$ cat config.mk
export PLATFORM = sky130hd
export DESIGN_NAME = mem_interconnect
export DESIGN_NICKNAME = d
export VERILOG_FILES = /design/src/design/mem_map_pkg.sv /design/src/design/bus_pkg.sv /design/src/design/request_decoder.sv /design/src/design/tohost_unit.sv /design/src/design/read_return.sv /design/src/design/mem_interconnect.sv
export SDC_FILE = /design/constraint.sdc
export NUM_CORES = 1
export LEC_CHECK = 0
export BUFFER_PORTS_ARGS = -buffer_cell sky130_fd_sc_hd__buf_2
export CAP_MARGIN = 30
export CORE_AREA = 4 4 243 245
export DETAILED_ROUTE_END_ITERATION = 16
export DIE_AREA = 0 0 247 249
export PLACE_DENSITY = 0.47
export SLEW_MARGIN = 30
export SYNTH_ARGS = -nofsm -noshare
export SYNTH_HDL_FRONTEND = slang
export SYNTH_HIERARCHICAL = 1
export SYNTH_SLANG_ARGS = --single-unit
$ cat constraint.sdc
create_clock -name CLK -period 2.4 [get_ports CLK]
set_input_delay 0.24 -clock CLK [delete_from_list [all_inputs] [get_ports CLK]]
set_output_delay 0.24 -clock CLK [all_outputs]
set_load 0.01 [all_outputs]
$ cat src/design/mem_map_pkg.sv
// Physical memory map, device codes, host-interface address and command codes, access sizes
package mem_map_pkg;

    // Datapath widths
    localparam int WORD_W = 32;
    localparam int LINE_W = 128;

    // Device nibble, address bits 31 to 28
    //   0x0, 0x8  DRAM
    //   0x4       VirtIO-style window, sub-device in bits 27 to 24
    //   0x5       PLIC
    //   0x6       CLINT
    localparam logic [3:0] DEV_DRAM_LO = 4'h0;
    localparam logic [3:0] DEV_DRAM_HI = 4'h8;
    localparam logic [3:0] DEV_VIRTIO  = 4'h4;
    localparam logic [3:0] DEV_PLIC    = 4'h5;
    localparam logic [3:0] DEV_CLINT   = 4'h6;

    // Sub-devices inside the VirtIO window
    localparam logic [3:0] VIRT_CONSOLE = 4'd0;
    localparam logic [3:0] VIRT_FB      = 4'd5;

    // Host interface word, sits on top of the console registers
    // and takes priority over them
    localparam logic [WORD_W-1:0] TOHOST_ADDR = 32'h4000_0000;

    // Command codes, upper halfword of the host-interface word
    localparam logic [15:0] CMD_PRINT_CHAR = 16'h0101;
    localparam logic [15:0] CMD_POWER_OFF  = 16'h0102;

    // DRAM port sees 27 offset bits only
    localparam logic [WORD_W-1:0] DRAM_OFFSET_MASK = 32'h07ff_ffff;

    // Load and store sizes, funct3 encoding
    localparam logic [2:0] FUNCT3_LB  = 3'd0;
    localparam logic [2:0] FUNCT3_LH  = 3'd1;
    localparam logic [2:0] FUNCT3_LW  = 3'd2;
    localparam logic [2:0] FUNCT3_LBU = 3'd4;
    localparam logic [2:0] FUNCT3_LHU = 3'd5;
    localparam logic [2:0] FUNCT3_SW  = 3'd2;

endpackage

$ cat src/design/bus_pkg.sv
// Request, device strobe and read-return selection structs of the interconnect
package bus_pkg;

    import mem_map_pkg::*;

    // CPU data request, one cycle level
    typedef struct packed {
        logic [WORD_W-1:0] addr;
        logic [WORD_W-1:0] wdata;
        // funct3 of the load or store
        logic [2:0]        ctrl;
        logic              we;
        logic              re;
    } mem_req_t;

    // Write and read strobes towards the devices
    typedef struct packed {
        logic cons_we;
        logic fb_we;
        logic plic_we;
        logic plic_re;
        logic clint_we;
    } dev_strobe_t;

    // What the return path needs to know about the last access
    typedef struct packed {
        // Device nibble and VirtIO sub-device
        logic [3:0] dev;
        logic [3:0] virt;
        // Byte position inside the 128-bit line
        logic [3:0] byte_off;
        logic [2:0] ctrl;
    } ret_sel_t;

endpackage

$ cat src/design/request_decoder.sv
// Address decoder steering data requests and instruction fetches to DRAM and devices
`timescale 1ns/1ps

module request_decoder (
    input  bus_pkg::mem_req_t               data_req,
    input  logic [mem_map_pkg::WORD_W-1:0]  insn_addr,
    input  logic                            dram_busy,
    output logic                            dram_rd_en,
    output logic                            dram_wr_en,
    output logic [mem_map_pkg::WORD_W-1:0]  dram_addr,
    output logic [mem_map_pkg::WORD_W-1:0]  dram_wdata,
    output logic [2:0]                      dram_ctrl,
    output bus_pkg::dev_strobe_t            dev_strobe,
    output logic                            tohost_we,
    output bus_pkg::ret_sel_t               sel,
    output logic                            sel_load
);
    import mem_map_pkg::*;

    logic [3:0]        dev;
    logic [3:0]        virt;
    logic              data_access;
    logic              is_tohost;
    logic              dram_hit;
    logic              in_virtio;
    logic [WORD_W-1:0] req_addr;

    // Device fields of the data address
    assign dev  = data_req.addr[31:28];
    assign virt = data_req.addr[27:24];

    assign data_access = data_req.re | data_req.we;
    assign is_tohost   = (data_req.addr == TOHOST_ADDR);
    assign dram_hit    = (dev == DEV_DRAM_LO) || (dev == DEV_DRAM_HI);
    assign in_virtio   = (dev == DEV_VIRTIO) && !is_tohost;

    // Fetch owns the DRAM port only when no data access is pending
    assign req_addr   = data_access ? data_req.addr : insn_addr;
    assign dram_addr  = req_addr & DRAM_OFFSET_MASK;
    assign dram_ctrl  = data_access ? data_req.ctrl : FUNCT3_LW;
    assign dram_wdata = data_req.wdata;

    // Busy holds off the DRAM port, nothing else
    assign dram_rd_en = !dram_busy && (!data_access || (data_req.re && dram_hit));
    assign dram_wr_en = !dram_busy && data_req.we && dram_hit;

    // Device strobes
    assign dev_strobe.cons_we  = data_req.we && in_virtio && (virt == VIRT_CONSOLE);
    assign dev_strobe.fb_we    = data_req.we && in_virtio && (virt == VIRT_FB);
    assign dev_strobe.plic_we  = data_req.we && (dev == DEV_PLIC);
    assign dev_strobe.plic_re  = data_req.re && (dev == DEV_PLIC);
    assign dev_strobe.clint_we = data_req.we && (dev == DEV_CLINT);

    assign tohost_we = data_req.we && is_tohost;

    // Selection of the access now on the bus, for the return path
    assign sel.dev      = req_addr[31:28];
    assign sel.virt     = req_addr[27:24];
    assign sel.byte_off = req_addr[3:0];
    assign sel.ctrl     = dram_ctrl;

    // Any DRAM transfer, or a device read which never waits for busy
    assign sel_load = dram_rd_en || dram_wr_en || (data_req.re && !dram_hit);

endmodule

$ cat src/design/tohost_unit.sv
// Host-interface command register with character output strobe and power-off finish flag
`timescale 1ns/1ps

module tohost_unit (
    input  logic                            CLK,
    input  logic                            rst,
    input  logic                            tohost_we,
    input  logic [mem_map_pkg::WORD_W-1:0]  wdata,
    output logic                            uart_we,
    output logic [7:0]                      uart_data,
    output logic                            finish
);
    import mem_map_pkg::*;

    logic [WORD_W-1:0] cmd_q;
    logic              is_print;
    logic              is_power_off;

    // Command code in the upper halfword
    assign is_print     = (cmd_q[31:16] == CMD_PRINT_CHAR);
    assign is_power_off = (cmd_q[31:16] == CMD_POWER_OFF);

    // New write wins, a printed character clears the word
    always_ff @(posedge CLK) begin
        if (rst) begin
            cmd_q <= '0;
        end else if (tohost_we) begin
            cmd_q <= wdata;
        end else if (is_print) begin
            cmd_q <= '0;
        end
    end

    // One cycle strobe, one cycle after the command is held
    always_ff @(posedge CLK) begin
        if (rst) begin
            uart_we <= 1'b0;
        end else begin
            uart_we <= is_print;
        end
    end

    always_ff @(posedge CLK) begin
        if (is_print) begin
            uart_data <= cmd_q[7:0];
        end
    end

    // Sticky until reset
    always_ff @(posedge CLK) begin
        if (rst) begin
            finish <= 1'b0;
        end else if (is_power_off) begin
            finish <= 1'b1;
        end
    end

endmodule

$ cat src/design/read_return.sv
// Read return path: registered access selection, DRAM load alignment and device read mux
`timescale 1ns/1ps

module read_return (
    input  logic                            CLK,
    input  logic                            rst,
    input  logic                            sel_load,
    input  bus_pkg::ret_sel_t               sel,
    input  logic [mem_map_pkg::LINE_W-1:0]  dram_rdata,
    input  logic [mem_map_pkg::WORD_W-1:0]  clint_rdata,
    input  logic [mem_map_pkg::WORD_W-1:0]  plic_rdata,
    input  logic [mem_map_pkg::WORD_W-1:0]  cons_rdata,
    input  logic [mem_map_pkg::WORD_W-1:0]  fb_rdata,
    output logic [mem_map_pkg::WORD_W-1:0]  data_rdata,
    output logic                            is_dram_data
);
    import mem_map_pkg::*;
    import bus_pkg::*;

    ret_sel_t          sel_q;
    logic [LINE_W-1:0] line_shift;
    logic [WORD_W-1:0] raw_word;
    logic [WORD_W-1:0] dram_word;
    logic [WORD_W-1:0] dev_word;

    // Selection of the last access, DRAM after reset
    always_ff @(posedge CLK) begin
        if (rst) begin
            sel_q     <= '0;
            sel_q.dev <= DEV_DRAM_LO;
        end else if (sel_load) begin
            sel_q <= sel;
        end
    end

    // Byte offset to bit shift
    assign line_shift = dram_rdata >> {sel_q.byte_off, 3'b000};
    assign raw_word   = line_shift[WORD_W-1:0];

    always_comb begin
        case (sel_q.ctrl)
            FUNCT3_LB:  dram_word = {{24{raw_word[7]}}, raw_word[7:0]};
            FUNCT3_LH:  dram_word = {{16{raw_word[15]}}, raw_word[15:0]};
            FUNCT3_LBU: dram_word = {24'h0, raw_word[7:0]};
            FUNCT3_LHU: dram_word = {16'h0, raw_word[15:0]};
            default:    dram_word = raw_word;
        endcase
    end

    // Anything not mapped to a device is served by DRAM
    always_comb begin
        is_dram_data = 1'b0;
        case (sel_q.dev)
            DEV_CLINT: dev_word = clint_rdata;
            DEV_PLIC:  dev_word = plic_rdata;
            DEV_VIRTIO: begin
                case (sel_q.virt)
                    VIRT_CONSOLE: dev_word = cons_rdata;
                    VIRT_FB:      dev_word = fb_rdata;
                    default:      dev_word = '0;
                endcase
            end
            default: begin
                dev_word     = '0;
                is_dram_data = 1'b1;
            end
        endcase
    end

    assign data_rdata = is_dram_data ? dram_word : dev_word;

endmodule

$ cat src/design/mem_interconnect.sv
// Top level of the physical memory interconnect: decoder, host interface and read return
`timescale 1ns/1ps

module mem_interconnect (
    input  logic                            CLK,
    input  logic                            rst,
    input  bus_pkg::mem_req_t               data_req,
    input  logic [mem_map_pkg::WORD_W-1:0]  insn_addr,
    input  logic                            dram_busy,
    input  logic [mem_map_pkg::LINE_W-1:0]  dram_rdata,
    input  logic [mem_map_pkg::WORD_W-1:0]  clint_rdata,
    input  logic [mem_map_pkg::WORD_W-1:0]  plic_rdata,
    input  logic [mem_map_pkg::WORD_W-1:0]  cons_rdata,
    input  logic [mem_map_pkg::WORD_W-1:0]  fb_rdata,
    output logic                            dram_rd_en,
    output logic                            dram_wr_en,
    output logic [mem_map_pkg::WORD_W-1:0]  dram_addr,
    output logic [mem_map_pkg::WORD_W-1:0]  dram_wdata,
    output logic [2:0]                      dram_ctrl,
    output bus_pkg::dev_strobe_t            dev_strobe,
    output logic [mem_map_pkg::WORD_W-1:0]  dev_wdata,
    output logic [mem_map_pkg::WORD_W-1:0]  data_rdata,
    output logic [mem_map_pkg::LINE_W-1:0]  insn_rdata,
    output logic                            is_dram_data,
    output logic                            uart_we,
    output logic [7:0]                      uart_data,
    output logic                            finish
);
    import bus_pkg::*;

    ret_sel_t sel;
    logic     sel_load;
    logic     tohost_we;

    request_decoder i_request_decoder (
        .data_req   (data_req),
        .insn_addr  (insn_addr),
        .dram_busy  (dram_busy),
        .dram_rd_en (dram_rd_en),
        .dram_wr_en (dram_wr_en),
        .dram_addr  (dram_addr),
        .dram_wdata (dram_wdata),
        .dram_ctrl  (dram_ctrl),
        .dev_strobe (dev_strobe),
        .tohost_we  (tohost_we),
        .sel        (sel),
        .sel_load   (sel_load)
    );

    tohost_unit i_tohost_unit (
        .CLK       (CLK),
        .rst       (rst),
        .tohost_we (tohost_we),
        .wdata     (data_req.wdata),
        .uart_we   (uart_we),
        .uart_data (uart_data),
        .finish    (finish)
    );

    read_return i_read_return (
        .CLK          (CLK),
        .rst          (rst),
        .sel_load     (sel_load),
        .sel          (sel),
        .dram_rdata   (dram_rdata),
        .clint_rdata  (clint_rdata),
        .plic_rdata   (plic_rdata),
        .cons_rdata   (cons_rdata),
        .fb_rdata     (fb_rdata),
        .data_rdata   (data_rdata),
        .is_dram_data (is_dram_data)
    );

    // Fetch takes the whole line, devices share the store data
    assign insn_rdata = dram_rdata;
    assign dev_wdata  = data_req.wdata;

endmodule

==> key figures, run 1 <==
Run status
  • Status: finished, violations left
  • Failing checks: setup timing

Global routing
  • Global Route Usage Sum: 15.4%
  • Grt total ovfl: 0
  • Number of global-route vias before repair: 10,500
  • Largest net degree at the start of global routing: 33
  • First-pass GRT wire length: 70,500 um
  • Initial antenna violation count: 3

Die
  • Initial Util: 15.5%
  • # IOs: 637
  • # rows: 88
  • CORE AREA: 57,100 sq um
  • Die width: about 250 um
  • DIE AREA: 61,500 sq um
  • Die Y: 249 um

Clock tree
  • CTS Buffer Depth: 2
  • CTS tree: done
  • Hold_buf cts: 0
  • Worst-path clk slew: approximately 0.08 ns
  • CTS Sinks: 49
  • Skew-Pair Late Insertion Delay: 0.30 ns
  • CTS root buffer: clkbuf_16
  • H-tree depth: 2
  • CTS Buf Count: 5

Critical path
  • CP endpoint kind: output pin
  • CP cell instances: buf_12 -> mux2i_2 -> o221ai_2 -> a2bb2o_4 -> or4_4 -> buf_4 -> buf_6 -> nand4_1 -> buf_2
  • CP bufs+invs: 4
  • Worst path slowest cell: or4_4
  • CP peak stage delay: around 0.42 ns
  • Crit path DAT: 2.47 ns
  • Startpoint Class: flip-flop
  • Crit-path leading delay family: buffers and inverters
  • Worst Path Required: 2.16 ns
  • Critical path peak fanout: 6
  • Critical path class: reg -> out

Hold path
  • Worst min path class: in -> reg

Detailed routing
  • Metal3 WL: 3080 um
  • Final ANT Viol Nets: 0
  • TritonRoute pass-1 iters: 5
  • Metal2 WL: 25,600 um
  • Via-to-Cell Ratio: 4.42
  • M1 wire length: between 20,000 and 25,000 um
  • Starting DRC count in detailed routing: 565
  • Uppermost routed layer: met5
  • Number of remaining DRC errors: 0
  • Total wire length: 51,100 um
  • Vias: 10,300
  • WL/cell: between 20 and 25 um

Final layout
  • # fillers: 6,321
  • Area delta synth->final: 50.2%
  • Fin nets: 1,929
  • Fraction of layout cells with a size suffix above 1: 63.8%

Pwr
  • Max IR drop VDD: around 0.29 mV
  • Leak: about 5.9 nW
  • Total power: 5.23 mW
  • P_sw: 2.31 mW
  • Internal Power: just under 3 mW
  • Net Sw Frac: 44.1%
  • Sequential share of power: ~17%
  • Clock Power Share: between 10 and 15%
  • Comb power frac: 68.6%
  • Power Density: 394 nW/um^2

Synthesis
  • Most frequent cell after synthesis: buf_4
  • Synth Cell Area: 8840 sq um
  • Yosys cell types: 70
  • Synth top area cells: buf_4 18%, mux2i_1 11%, mux4_2 9.9%, dfxtp_1 9.3%, mux2_2 8.0%
  • XOR/XNOR Fraction of Synth Area: 0%
  • Post-Syn Instances: 1,060
  • Synth Area in Compound Gates: 21.2%
  • Flops & latches, synth: 49
  • Post-Synth Adder-Cell Area: 0%
  • Yosys warnings: 6
  • Post-synth top area share: 18.4%
  • Ys async rst share: 0%
  • Largest family of logic cells by synthesized area: multiplexers
  • Synth Area per Inst: 8.34 sq um
  • Primary FF master, synth: dfxtp_1
  • Multiplexer area fraction after synthesis: around 30%
  • Register area share after synthesis: approximately an eighth
  • Area leader, netlist: buf_4
  • Post-synth EDFFs: 8
  • Post-Synth Simple-Gate Area: 14.2%
  • Post-synth top cells: 217 x buf_4, 101 x mux2i_1, 100 x nand2_1, 65 x nor2_1, 63 x mux2_2

Timing
  • Max transition margin: 60.4%
  • Hold Violations, Final: 0
  • Worst-Margin Slew: about 0.59 ns
  • Skew final: approximately 0.0058 ns
  • Max-slew violation count: 0
  • Setup ws final: -0.311 ns
  • Achievable frequency: 0.369 GHz
  • Hold WS: 0.188 ns
  • RSZ-0062 raised after global routing: true
  • Period utilization: 113%
  • Final setup viols: 32
  • Crit path time final: 2.71 ns

Place
  • IO Port Bufs: 607
  • Dpl hpwl: between 40,000 and 50,000 um
  • GP Congestion: between 0.8 and 0.9
  • Setup WS pre-CTS: -0.265 ns

Job
  • Max-Cap Viols: 0
==> power by group through the flow <==
stage	combinational [mW]	sequential (mW)	clock, mW
4_1_cts	3.56	0.885	0.804
2_1_floorplan	1.77	0.886	0
5_1_grt	3.88	0.891	0.825
3_3_place_gp	3.26	0.908	0
6_report	3.59	0.886	0.756
3_5_place_dp	3.27	0.910	0
==> cell families (layout without fill, tap and decap cells) <==
family                 after synthesis  in the layout
flip-flops                          49             49
AND/OR/NAND/NOR                    247            248
other                                1              6
multiplexers                       204            204
buffers and inverters              298            803
AO/OA/AOI/OAI                      261            261
==> flip-flops by register name, indices dropped and copies added (netlist names) <==
register and flops:
i_tohost_unit/cmd_q 24, i_read_return/sel_q 15, i_tohost_unit/uart_data 8, i_tohost_unit/finish 1, i_tohost_unit/uart_we 1
==> per-layer routing <==
metal  vias up  GRT usage, %
li1       4792             -
met1      5002          19.2
met2       487          27.9
met3        49          1.84
met4         2          3.81
met5         -             0
==> area by class of cell <==
cell class	instances	area, sq um	share of cell area [%]
Multi-Input combinational cell	718	6190	46.6
Clock inverter	3	25.0	0.188
Sequential cell	49	1080	8.10
Tap cell	765	957	7.21
Antenna cell	1	2.50	0.0188
Timing Repair Buffer	786	4870	36.7
Clock buffer	5	125	0.942
Inverter	9	37.5	0.283
==> per-stage QoR <==
| step | setup TNS, ns | cells | util [%] | area, sq um |
|---|---|---|---|---|
| floorplan | 0 | 1064 | - | 8860 |
| global placement | -3.43 | 2287 | 21.2 | 12100 |
| detailed placement | -1.98 | 2288 | 21.2 | 12100 |
| CTS | -8.40 | 2321 | 22.7 | 13000 |
| global route | -11.26 | 2335 | 23.2 | 13300 |
| finish | -7.53 | 2336 | 23.2 | 13300 |
==> layout by cell type (no fill, tap or decap), types with 15 or more instances in the layout <==
| cell type | count |
|---|---|
| buf_2 | 599 |
| buf_4 | 131 |
| nand2_1 | 97 |
| mux2i_1 | 89 |
| nor2_1 | 61 |
| mux2_2 | 57 |
| o21ai_0 | 43 |
| mux4_2 | 39 |
| a22oi_1 | 35 |
| dfxtp_1 | 35 |
| buf_6 | 27 |
| a21oi_1 | 26 |
| o22ai_1 | 25 |
| buf_12 | 20 |
| a22oi_2 | 15 |
| nand3_1 | 15 |
==> path summary, 6_finish.rpt <==
path	endpoint	slack, ns	depth (start not counted)	startpoint
worst min register to register	i_tohost_unit/uart_data[4]$_DFFE_PN_	0.44	0	i_tohost_unit/cmd_q[4]$_SDFFE_PP0P_
worst max-delay path	data_rdata[22]	-0.31	9	i_read_return/sel_q[4]$_SDFFE_PP0P_
worst max register to register	i_tohost_unit/uart_data[1]$_DFFE_PN_	0.74	3	i_tohost_unit/cmd_q[27]$_SDFFE_PP0P_
worst min-delay path	i_tohost_unit/cmd_q[2]$_SDFFE_PP0P_	0.19	2	data_req[7]
==> timing repair <==
item	in CTS	in global routing
endpoints found under the setup margin	32	32
gates cloned	4	3
pin swaps	28	18
resized for setup	102	44
buffers inserted	23	13
(Power assumes the default switching activity.)
==> inputs of run 2 (changes only) <==
- ABC_CLOCK_PERIOD_IN_PS: not set -> 2400
- SETUP_SLACK_MARGIN: not set -> 0.3
==> run 2 against run 1 <==
- the run still ends with setup timing left
- clock power barely moved
- count of clock-buffer cells in the layout did not move
- cell count rose by 0.73%
- die area did not move
- combinational power rose by 4%
- total power rose by 2.8%
- via count barely moved
- sequential share of layout area fell by 0.12 points
- hold slack got worse by 0.0021 ns
- global-route usage rose by 0.27 points
- wire length rose by 2.1%
- largest cell class unchanged
- largest power group unchanged
==> key figures, run 2 (same netlist as run 1, synthesis figures left out) <==
Timing
  • Hold Violations, Final: 0
  • Max transition margin: 56.4%
  • Max-slew violation count: 0
  • Hold WS: between 0.15 and 0.2 ns
  • Final setup viols: 32
  • Crit path time final: 2.73 ns
  • Setup tns final: -8.43 ns
  • Period utilization: 114%
  • Skew final: 0.00706 ns
  • Setup ws final: -0.330 ns
  • Worst-Margin Slew: roughly 0.65 ns
  • Achievable frequency: roughly 0.37 GHz
  • RSZ-0062 raised after global routing: true

Global routing
  • Largest net degree at the start of global routing: 36
  • Global Route Usage Sum: 15.7%
  • Number of global-route vias before repair: 10,400
  • Initial antenna violation count: 4
  • Grt total ovfl: 0
  • First-pass GRT wire length: 71,900 um

Critical path
  • CP endpoint kind: output pin
  • Critical path class: reg -> out
  • Worst Path Required: 2.16 ns
  • RR Startpoint: i_tohost_unit/cmd_q[22]$_SDFFE_PP0P_
  • Startpoint Class: flip-flop
  • Reg-to-reg slack, setup: 0.71 ns
  • Crit path from: i_read_return/sel_q[4]$_SDFFE_PP0P_
  • Crit path DAT: 2.49 ns
  • Critical path peak fanout: 9

Clock tree
  • CTS tree: done
  • Worst-path clk slew: 0.08 ns
  • H-tree depth: 2
  • CTS root buffer: clkbuf_16
  • CTS Buffer Depth: 2
  • Skew-Pair Late Insertion Delay: 0.30 ns
  • CTS Buf Count: 5
  • CTS Sinks: 49

Die
  • Die Y: approximately 250 um
  • # IOs: 637
  • Initial Util: between 10% and 20%
  • Die width: 247 um
  • DIE AREA: 61,500 sq um
  • CORE AREA: 57,100 sq um
  • # rows: 88

Detailed routing
  • Final ANT Viol Nets: 0
  • Number of remaining DRC errors: 0
  • TritonRoute pass-1 iters: 5
  • Total wire length: 52,200 um
  • Via-to-Cell Ratio: around 4.4
  • Starting DRC count in detailed routing: 728
  • WL/cell: 22.2 um
  • Vias: 10,300

Final layout
  • Biggest register: i_tohost_unit/cmd_q
  • Highest-count cells in the layout ignoring fill and taps: 599 x buf_2, 152 x buf_4, 97 x nand2_1, 88 x mux2i_1, 60 x nor2_1
  • Area delta synth->final: 52.4%
  • Regs by FF count: i_tohost_unit/cmd_q: 24 flops, i_read_return/sel_q: 15 flops, i_tohost_unit/uart_data: 8 flops
  • Fraction of layout cells with a size suffix above 1: 64.0%
  • Max FFs per register: 24
  • Layout Utilization: 23.6%
  • Most common cell after layout, fill and taps aside: buf_2
  • Fin nets: between 1,500 and 2,000

Place
  • Dpl hpwl: 44,600 um
  • GP Congestion: roughly 0.89
  • IO Port Bufs: a little over 600

Pwr
  • Total power: 5.38 mW
  • Leak: 5.96 nW
  • Max IR drop VDD: 0.269 mV
  • Power Density: between 300 and 400 nW/um^2

Hold path
  • Hold Startpoint: data_req[9]
  • Worst min path class: in -> reg

Run status
  • Status: finished, violations left
  • Failing checks: setup timing

Job
  • Max-Cap Viols: 0
## run 2: area by class of cell
class	instances	area, sq um
fill	6284	43700
multi-input combinational	718	6250
timing repair buffer	803	5000
sequential	49	1080
tap	765	957
clock buffer	5	125
inverter	9	33.8
clock inverter	3	28.8
antenna	1	2.50
## run 2: per-stage QoR
step                      setup WS (ns)  std cells  cell area, sq um
after global routing             -0.485       2353             13500
after detailed placement         -0.631       2305             12200
final                            -0.330       2353             13500
after global placement           -0.627       2305             12200
after floorplan                   0.321       1064              8860
after CTS                        -0.466       2341             13000
## run 2: path summary, 6_finish.rpt
| kind | cells after the start | endpoint |
|---|---|---|
| worst max-delay path | 11 | data_rdata[12] |
| worst min-delay path | 2 | i_tohost_unit/cmd_q[4]$_SDFFE_PP0P_ |
| worst max register to register | 3 | i_tohost_unit/uart_data[3]$_DFFE_PN_ |
| worst min register to register | 0 | i_tohost_unit/uart_data[6]$_DFFE_PN_ |
## run 2: critical path, cell delays in order, from the launching register on
cell and delay [ns]:
dfxtp_4 0.37, buf_6 0.14, buf_6 0.11, mux2i_4 0.19
o22ai_4 0.17, a2bb2o_4 0.26, o31ai_4 0.25, buf_12 0.21
a31oi_1 0.06, buf_4 0.18, a21oi_2 0.10, buf_2 0.14
## run 2: timing repair
action	in CTS	in global routing
setup buffers	22	10
resized for setup	82	69
endpoints found under the setup margin	32	32
pin swaps	17	32
hold buffers	0	0
cloned	6	1
## run 2: where the power goes
group          total (mW)  switching, mW  leakage, nW  internal, mW
clock network       0.753          0.352       0.0763         0.400
registers           0.882         0.0300        0.429         0.852
logic                3.75           1.98         5.45          1.77
## run 2: routing by layer
layer	global-route usage, %	wire length (um)	up-vias
li1	-	-	4829
met4	3.94	1440	2
met2	28.5	26100	462
met3	1.65	2670	44
met5	0	13	-
met1	19.6	22000	4999
